File: src/io_pkg.sv
package io_pkg;

    //////////////////////////////////////////////////
    // widths

    localparam int WORD_W  = 16;
    localparam int STACK_W = 32;
    localparam int OP_W    = 16;
    localparam int COUNT_W = 32;
    localparam int BYTE_W  = 8;

    // one identifier nibble in the status word
    localparam int ID_W = 4;
    // zero bits between the overflow flag and the identifiers
    localparam int STATUS_PAD_W = WORD_W - 1 - 3 * ID_W;

    //////////////////////////////////////////////////
    // vector types

    typedef logic [WORD_W-1:0]  word_t;
    typedef logic [STACK_W-1:0] stack_t;
    typedef logic [OP_W-1:0]    op_t;
    typedef logic [COUNT_W-1:0] count_t;

    //////////////////////////////////////////////////
    // op bits of the decoded instruction word

    // register write
    localparam int OP_SET_CTRL     = 0;
    // register reads
    localparam int OP_GET_STATUS   = 1;
    localparam int OP_GET_SRQ      = 3;
    localparam int OP_GET_CPU_CTR0 = 4;
    localparam int OP_GET_CPU_CTR1 = 5;
    localparam int OP_GET_CPU_CTR2 = 6;
    localparam int OP_GET_CPU_CTR3 = 7;
    // event writes
    localparam int OP_CLR_RX_OVFL  = 2;
    localparam int OP_CPU_CTR_CLR  = 8;
    localparam int OP_CPU_CTR_ENA  = 9;
    localparam int OP_CPU_CTR_DIS  = 10;

    //////////////////////////////////////////////////
    // control word bits, driven to the board

    localparam int CTRL_OSC_EN    = 0;
    localparam int CTRL_EEPROM_WP = 1;
    localparam int CTRL_INTERRUPT = 2;

endpackage
File: src/cpu_bus_if.sv
interface cpu_bus_if;

    // decoded instruction word, op bits select the register
    io_pkg::op_t    op;
    // top of stack, source of register writes
    io_pkg::stack_t tos;

    // one-cycle strobes from the cpu
    logic           rd_reg;
    logic           wr_reg;
    logic           wr_evt;

    // control and status registers
    modport regs (
        input op,
        input tos,
        input wr_reg,
        input wr_evt
    );

    // counter commands only come as event writes
    modport counters (
        input op,
        input wr_evt
    );

    // parallel and serial input selection
    modport reader (
        input op,
        input rd_reg
    );

endinterface

File: src/cpu_io_top.sv
module cpu_io_top #(
    parameter logic [io_pkg::ID_W-1:0] FPGA_ID  = 4'd1,
    parameter logic [io_pkg::ID_W-1:0] CLOCK_ID = 4'd0,
    parameter logic [io_pkg::ID_W-1:0] FPGA_VER = 4'd1
) (
    input  logic           cpu_clk,
    input  logic           reset,
    input  io_pkg::op_t    op,
    input  io_pkg::stack_t tos,
    input  logic           rd_reg,
    input  logic           wr_reg,
    input  logic           wr_evt,
    input  logic           adc_ovfl,
    input  logic           host_srq,
    input  io_pkg::word_t  host_dout,
    output io_pkg::word_t  par,
    output logic           ser,
    output logic           osc_en,
    output logic           eeprom_wp,
    output logic           interrupt
);

    io_pkg::word_t  ctrl;
    io_pkg::word_t  status;
    io_pkg::count_t ctr0;
    io_pkg::count_t ctr1;

    //////////////////////////////////////////////////
    // cpu bus

    cpu_bus_if bus ();

    assign bus.op     = op;
    assign bus.tos    = tos;
    assign bus.rd_reg = rd_reg;
    assign bus.wr_reg = wr_reg;
    assign bus.wr_evt = wr_evt;

    //////////////////////////////////////////////////
    // blocks

    ctrl_status_regs #(
        .FPGA_ID  (FPGA_ID),
        .CLOCK_ID (CLOCK_ID),
        .FPGA_VER (FPGA_VER)
    ) u_regs (
        .cpu_clk  (cpu_clk),
        .reset    (reset),
        .bus      (bus.regs),
        .adc_ovfl (adc_ovfl),
        .ctrl     (ctrl),
        .status   (status)
    );

    cycle_counters u_counters (
        .cpu_clk (cpu_clk),
        .reset   (reset),
        .bus     (bus.counters),
        .ctr0    (ctr0),
        .ctr1    (ctr1)
    );

    cpu_read_port u_reader (
        .cpu_clk   (cpu_clk),
        .reset     (reset),
        .bus       (bus.reader),
        .status    (status),
        .ctr0      (ctr0),
        .ctr1      (ctr1),
        .host_dout (host_dout),
        .host_srq  (host_srq),
        .par       (par),
        .ser       (ser)
    );

    // board-level control outputs
    assign osc_en    = ctrl[io_pkg::CTRL_OSC_EN];
    assign eeprom_wp = ctrl[io_pkg::CTRL_EEPROM_WP];
    assign interrupt = ctrl[io_pkg::CTRL_INTERRUPT];

endmodule

File: src/cpu_read_port.sv
module cpu_read_port (
    input  logic           cpu_clk,
    input  logic           reset,
    cpu_bus_if.reader      bus,
    input  io_pkg::word_t  status,
    input  io_pkg::count_t ctr0,
    input  io_pkg::count_t ctr1,
    input  io_pkg::word_t  host_dout,
    input  logic           host_srq,
    output io_pkg::word_t  par,
    output logic           ser
);

    // service request seen since the last GET_SRQ read
    logic srq_noted;
    logic get_srq;

    // byte k of both counters, ctr1 high and ctr0 low
    function automatic io_pkg::word_t ctr_pair(input int k);
        io_pkg::word_t pair;
        pair = {
            ctr1[io_pkg::BYTE_W*k +: io_pkg::BYTE_W],
            ctr0[io_pkg::BYTE_W*k +: io_pkg::BYTE_W]
        };
        return pair;
    endfunction

    //////////////////////////////////////////////////
    // parallel input mux

    // priority: counter bytes, status, then host data
    always_comb
    begin
        if (bus.rd_reg && bus.op[io_pkg::OP_GET_CPU_CTR0])
            par = ctr_pair(0);
        else if (bus.rd_reg && bus.op[io_pkg::OP_GET_CPU_CTR1])
            par = ctr_pair(1);
        else if (bus.rd_reg && bus.op[io_pkg::OP_GET_CPU_CTR2])
            par = ctr_pair(2);
        else if (bus.rd_reg && bus.op[io_pkg::OP_GET_CPU_CTR3])
            par = ctr_pair(3);
        else if (bus.rd_reg && bus.op[io_pkg::OP_GET_STATUS])
            par = status;
        else
            // nothing local selected, host data falls through
            par = host_dout;
    end

    //////////////////////////////////////////////////
    // host service request capture

    assign get_srq = bus.rd_reg && bus.op[io_pkg::OP_GET_SRQ];

    always_ff @(posedge cpu_clk)
    begin
        if (reset)
        begin
            srq_noted <= 1'b0;
            ser       <= 1'b0;
        end
        else if (get_srq)
        begin
            // hand the accumulated bit to the serial input
            ser       <= srq_noted;
            // restart from the request present now
            srq_noted <= host_srq;
        end
        else
        begin
            srq_noted <= srq_noted | host_srq;
        end
    end

endmodule

File: src/cycle_counters.sv
module cycle_counters (
    input  logic           cpu_clk,
    input  logic           reset,
    cpu_bus_if.counters    bus,
    output io_pkg::count_t ctr0,
    output io_pkg::count_t ctr1
);

    // event-write commands
    logic ctr_clr;
    logic ctr_ena;
    logic ctr_dis;

    // counter 1 gate
    logic ena;

    assign ctr_clr = bus.wr_evt && bus.op[io_pkg::OP_CPU_CTR_CLR];
    assign ctr_ena = bus.wr_evt && bus.op[io_pkg::OP_CPU_CTR_ENA];
    assign ctr_dis = bus.wr_evt && bus.op[io_pkg::OP_CPU_CTR_DIS];

    //////////////////////////////////////////////////
    // enable flag

    always_ff @(posedge cpu_clk)
    begin
        if (reset)
        begin
            ena <= 1'b0;
        end
        else if (ctr_dis)
        begin
            // disable wins if both commands arrive together
            ena <= 1'b0;
        end
        else if (ctr_ena)
        begin
            ena <= 1'b1;
        end
    end

    //////////////////////////////////////////////////
    // counters

    // ctr0 counts every cpu cycle
    // ctr1 counts only cycles inside an enabled section
    always_ff @(posedge cpu_clk)
    begin
        if (reset || ctr_clr)
        begin
            ctr0 <= '0;
            ctr1 <= '0;
        end
        else
        begin
            ctr0 <= ctr0 + io_pkg::count_t'(1);
            // gate takes effect on the edge after the command
            ctr1 <= ctr1 + io_pkg::count_t'(ena);
        end
    end

endmodule

File: src/ctrl_status_regs.sv
module ctrl_status_regs #(
    parameter logic [io_pkg::ID_W-1:0] FPGA_ID  = '0,
    parameter logic [io_pkg::ID_W-1:0] CLOCK_ID = '0,
    parameter logic [io_pkg::ID_W-1:0] FPGA_VER = '0
) (
    input  logic          cpu_clk,
    input  logic          reset,
    cpu_bus_if.regs       bus,
    input  logic          adc_ovfl,
    output io_pkg::word_t ctrl,
    output io_pkg::word_t status
);

    // decoded strobes
    logic set_ctrl;
    logic clr_ovfl;

    // sticky adc overflow
    logic rx_overflow;

    assign set_ctrl = bus.wr_reg && bus.op[io_pkg::OP_SET_CTRL];
    assign clr_ovfl = bus.wr_evt && bus.op[io_pkg::OP_CLR_RX_OVFL];

    //////////////////////////////////////////////////
    // control register

    always_ff @(posedge cpu_clk)
    begin
        if (reset)
        begin
            // oscillator off, eeprom unprotected, no interrupt
            ctrl <= '0;
        end
        else if (set_ctrl)
        begin
            // only the low half of tos is a register value
            ctrl <= bus.tos[io_pkg::WORD_W-1:0];
        end
    end

    //////////////////////////////////////////////////
    // overflow flag

    always_ff @(posedge cpu_clk)
    begin
        if (reset)
        begin
            rx_overflow <= 1'b0;
        end
        else if (clr_ovfl)
        begin
            // clear, but keep an overflow arriving on the same edge
            rx_overflow <= adc_ovfl;
        end
        else
        begin
            // hold until the cpu clears it
            rx_overflow <= rx_overflow | adc_ovfl;
        end
    end

    //////////////////////////////////////////////////
    // status word

    // flag on top, pad, then version, clock and fpga ids
    assign status = {
        rx_overflow,
        {io_pkg::STATUS_PAD_W{1'b0}},
        FPGA_VER,
        CLOCK_ID,
        FPGA_ID
    };

endmodule

File: config.mk
export PLATFORM = sky130hd
export DESIGN_NAME = cpu_io_top
export DESIGN_NICKNAME = d
export VERILOG_FILES = /design/src/io_pkg.sv /design/src/cpu_bus_if.sv /design/src/cpu_io_top.sv /design/src/cpu_read_port.sv /design/src/cycle_counters.sv /design/src/ctrl_status_regs.sv
export SDC_FILE = /design/constraint.sdc
export NUM_CORES = 1
export LEC_CHECK = 0
export ABC_CLOCK_PERIOD_IN_PS = 2100
export BUFFER_PORTS_ARGS = -buffer_cell sky130_fd_sc_hd__buf_4
export CORE_MARGIN = 2
export CORE_UTILIZATION = 32
export CTS_CLUSTER_DIAMETER = 80
export CTS_CLUSTER_SIZE = 10
export DETAILED_ROUTE_END_ITERATION = 8
export PLACE_DENSITY = 0.56
export SLEW_MARGIN = 15
export SYNTH_ARGS = -nofsm -noshare
export SYNTH_HDL_FRONTEND = slang
export SYNTH_SLANG_ARGS = --single-unit
File: constraint.sdc
create_clock -name cpu_clk -period 2.1 [get_ports cpu_clk]
set_input_delay 0.21 -clock cpu_clk [delete_from_list [all_inputs] [get_ports cpu_clk]]
set_output_delay 0.21 -clock cpu_clk [all_outputs]
set_load 0.02 [all_outputs]
Word level (Yosys, flattened, before mapping)

Cells that the tools add are included.

Bits in registers: 71

Reduce and logical (&&, ||, !) cells: 13
Bitwise logic cells: 2
Add/subtract/negate cells: 2
Multiplexer cells: 7

Operators by type and width:

| operator                                                         | count |
|---|---|
| 16-bit two-way mux                                               | 5 |
| 32-bit by 1-bit adder with 32-bit output                         | 1 |
| 32-bit by 1-bit adder with 32-bit output (second input constant) | 1 |
| 1-bit logical AND                                                | 11 |
| 1-bit two-way mux                                                | 2 |
| 1-bit bitwise OR                                                 | 2 |
| 2-bit OR reduction                                               | 1 |
| 1-bit logical OR                                                 | 1 |

Depth between registers and ports, before layout

Word-level depth: 6
Depth in mapped cells: 7

Cells and area by module

A second synthesis with hierarchy kept.

Cells, all modules: 613
Area, all modules: 5,159.9 µm²

By module, submodules not included:

| module           | area each (µm²) | cells each | times used |
|---|---|---|---|
| cycle_counters   | 3,062.9         | 359        | 1 |
| cpu_read_port    | 1,199.9         | 160        | 1 |
| ctrl_status_regs | 897.1           | 94         | 1 |

Worst setup path after synthesis

OpenSTA, ideal clock, no wires.

Path type: input to output
Start point: input port op[7]
End point: output port par[10]
Stages: 6
Required time: 1.890 ns
Path buffers: 2
Setup slack: 0.137 ns
Arrival time: 1.753 ns
Cell sequence: clkbuf_1 -> o21ai_1 -> clkbuf_1 -> a22oi_1 -> a2bb2oi_1 -> o21ai_0

Cells in the longest elaborated chain, start to end: 5

Ends and longest elaborated chain:

| item               | line                | source |
|---|---|---|
| start: declaration | cpu_io_top.sv:8     | `input io_pkg::op_t op,` |
| 1-bit logical AND  | cpu_read_port.sv:40 | `else if (bus.rd_reg && bus.op[io_pkg::OP_GET_CPU_CTR3])` |
| 16-bit two-way mux | cpu_read_port.sv:40 |  |
| 16-bit two-way mux | cpu_read_port.sv:38 | `else if (bus.rd_reg && bus.op[io_pkg::OP_GET_CPU_CTR2])` |
| 16-bit two-way mux | cpu_read_port.sv:36 | `else if (bus.rd_reg && bus.op[io_pkg::OP_GET_CPU_CTR1])` |
| 16-bit two-way mux | cpu_read_port.sv:34 | `if (bus.rd_reg && bus.op[io_pkg::OP_GET_CPU_CTR0])` |
| end: declaration   | cpu_io_top.sv:16    | `output io_pkg::word_t par,` |

Every way passes these cells.

Worst setup path in the final report

Start point: register u_counters.ctr0[8]
End point: register u_counters.ctr0[20]

Cells in the longest elaborated chain, start to end: 1

Ends and longest elaborated chain:

| item                                     | line                 | source |
|---|---|---|
| start: declaration                       | cycle_counters.sv:5  | `output io_pkg::count_t ctr0,` |
| start signal: assignment                 | cycle_counters.sv:55 | `ctr0 <= ctr0 + io_pkg::count_t'(1);` |
| 32-bit by 1-bit adder with 32-bit output | cycle_counters.sv:55 |  |

Every way passes these cells.
A chain may end at the register's enable or synchronous reset.

==> metrics.md <==
| Metric | Value |
|---|---|
| # DRC | 0 |
| Most frequent cells in the layout | buf_4 (84), dfxtp_1 (71), nand2_1 (52) |
| Syn avg cell area | 7.91 sq um |
| Status | complete, no violations |
| Final critical-path share of the clock period | between 90% and 100% |
| Slew Viols, Final | 0 |
| Setup TNS | 0 ps |
| Crit end category | flop |
| GPL Wtd Cong | 0.867 |
| CTS Buffer Depth | 2 |
| Routed len/inst | 16.0 um |
| Area leader, netlist | dfxtp_1 |
| Postcts setup bufs | 0 |
| Final Skew | a little under 7 ps |
| Root buf cell | clkbuf_16 |
| Most area-consuming cells after synthesis | dfxtp_1 (36%), o21ai_0 (5.2%), nand2_1 (4.9%), a21oi_1 (4.7%), o31ai_1 (3.8%) |
| CP startpoint kind | flop |
| Power Total | about 0.0037 W |
| Core footprint | 12,100 sq um |
| Synth Net Count | about 580 |
| 1st-iter DRT viols | approximately 270 |
| Pwr per Cell Area | ~730 nW/um^2 |
| Clock sinks | between 70 and 80 |
| IO buf count | 56 |
| GR Overflow Total | 0 |
| Layout cells sized above 1 | between 10% and 20% |
| Min Clock Period, post-route | around 2000 ps |
| Post-route ant nets | 0 |
| Synth Register Bits | 71 |
| Type of the worst min-delay path | in -> reg |
| CTS tree | built |
| Critical setup path kind | reg -> reg |
| Setup ws final | about 140 ps |
| Resized cells post-CTS | 0 |
| DR WL met2 | approximately 5500 um |
| First-pass GRT wire length | 19,000 um |
| Syn Std Cell Area | roughly 4000 sq um |
| Yosys Warn Count | 0 |
| DR vias/cell | approximately 5.5 |
| Worst EP arrival | between 2000 and 2500 ps |
| Number of max-cap violations | 0 |
| Largest net degree at the start of global routing | 27 |
| Reg clk slew, reported paths | 60 ps |
| DRT Pass-1 Iters | 5 |
| Final setup violation count | 0 |
| Fmax | slightly above 500 MHz |
| Distinct cell type count after synthesis | between 40 and 50 |
| Post-synthesis sequential area ratio | between 30% and 40% |
| Total GRT Usage | between 10% and 20% |
| Unrepaired setup endpoints after global routing | false |
| Starting density of the core | roughly 33% |
| Row cnt | 40 |
| Die H | roughly 120 um |
| Total length of routed wires | about 12,000 um |
| Hold_buf cts | 0 |
| CP Max Fanout | 21 |
| Setup WS pre-CTS | roughly 150 ps |
| Worst Tran Pin Value | 577 ps |
| Vias in the first global route | between 3,000 and 4,000 |
| Dpl hpwl | ~8600 um |
| CTS Buf Count | 9 |
| Most common cell after layout, fill and taps aside | buf_4 |
| Pleak | around 1.8 nW |
| Inserted Diodes | 0 |
| Die area | approximately 13,000 sq um |
| Total vias in the final route | roughly 4,000 |
| Cell count after synthesis | 500 |
| Metal3 WL | around 550 um |
| Worst VDD drop | roughly 0.34 mV |
| Reg2reg setup slack | between 100 and 150 ps |
| Ports | a little over 90 |
| Fin. Hold Viols | 0 |
| WL met1 | 5370 um |
| Synth top area share | 35.9% |
| CTS H-tree depth | 3 |
| Initial antenna violation count | 0 |
| Worst relative slew slack | slightly above 60% |
| Die Wd | between 100 and 150 um |
| DR top layer | met4 |
| Area Overhead vs Synth | 27.2% |
| Worst EP required | roughly 2400 ps |
| Clk Latency, worst-skew pair | 340 ps |
| Fin nets | around 640 |
## critical path, cell delays in order, from the launching register on
cell and delay, ps:
dfxtp_1 420, nand4_4 120, or4_4 660, or4_1 550, a21oi_1 140
## stage by stage
step,hold slack (ps),utilization (%),std cells,area (sq um)
after floorplan,306,-,500,3960
after global placement,400,38.6,717,4660
after detailed placement,398,38.6,717,4660
after CTS,46.0,41.7,733,5030
after global routing,62.4,41.7,733,5030
final,53.5,41.7,733,5030
## Yosys cell counts
| master | n |
|---|---|
| o31a_1 | 1 |
| a41o_1 | 1 |
| a21o_1 | 15 |
| buf_2 | 1 |
| o21a_1 | 3 |
| buf_6 | 1 |
| clkbuf_1 | 33 |
| and2_1 | 9 |
| a221oi_1 | 2 |
| or4_4 | 1 |
| or4_1 | 18 |
| nor4_1 | 8 |
| a2bb2oi_1 | 13 |
| dfxtp_1 | 71 |
| nand2_1 | 52 |
| inv_1 | 5 |
| ha_1 | 4 |
| xnor2_1 | 11 |
| nor3_1 | 5 |
| nand4_4 | 1 |
| or3_1 | 12 |
| a21oi_1 | 37 |
| o31ai_1 | 20 |
| o311ai_0 | 1 |
| o21ai_0 | 41 |
| o41ai_1 | 1 |
| or2_2 | 1 |
| nor3b_1 | 2 |
| nor2b_1 | 3 |
| and4_1 | 9 |
| a22oi_1 | 13 |
| nand2b_1 | 9 |
| nor2_1 | 30 |
| mux2i_1 | 4 |
| nand3_1 | 21 |
| a211oi_1 | 1 |
| and3_1 | 6 |
| o21ai_1 | 1 |
| a31oi_1 | 2 |
| nand4_1 | 19 |
| xor2_1 | 12 |
## cells by family after synthesis
family / Yosys count / synth area share, %
AO/OA/AOI/OAI: 152 / 24.4
XOR/XNOR: 23 / 5.09
adder cells (fa/ha/maj): 4 / 1.27
buffers and inverters: 40 / 4.02
flip-flops: 71 / 35.9
multiplexers: 4 / 1.01
AND/OR/NAND/NOR: 206 / 28.3
## flip-flops by register name, indices dropped and copies added, names as in the netlist
name	cells
u_counters.ctr0	32
u_counters.ctr1	32
u_regs.ctrl	3
u_counters.ena	1
u_reader.ser	1
u_reader.srq_noted	1
u_regs.rx_overflow	1
## path summary, 6_finish.rpt
check | start | to | cells after the start
min reg2reg | u_reader.ser$_SDFFE_PP0P_ | u_reader.ser$_SDFFE_PP0P_ | 2
min | op[10] | u_counters.ena$_SDFFE_PP0P_ | 2
max | u_counters.ctr0[8]$_SDFF_PP0_ | u_counters.ctr0[20]$_SDFF_PP0_ | 4
max reg2reg | u_counters.ctr0[8]$_SDFF_PP0_ | u_counters.ctr0[20]$_SDFF_PP0_ | 4
## layer usage
| metal | global-route usage, % | vias up |
|---|---|---|
| met2 | 29.3 | 118 |
| met4 | 7.31 | 0 |
| met3 | 4.22 | 25 |
| li1 | - | 1981 |
| met5 | 0 | - |
| met1 | 23.8 | 1920 |
## layout make-up
class / instances / area [sq um]
fillers: 1191 / 7030
flip-flops and latches: 71 / 1420
clock buffers: 11 / 243
repair buffers: 84 / 631
inverters: 5 / 18.8
well taps: 168 / 210
multi-input cells: 389 / 2380
clock inverters: 5 / 129
## power by group
group	leakage [nW]	switching (W)	internal (W)
Combinational	1.08	0.000203	0.000167
Sequential	0.573	0.0000113	0.00136
Clock	0.180	0.000602	0.00132
(Power assumes the default switching activity.)
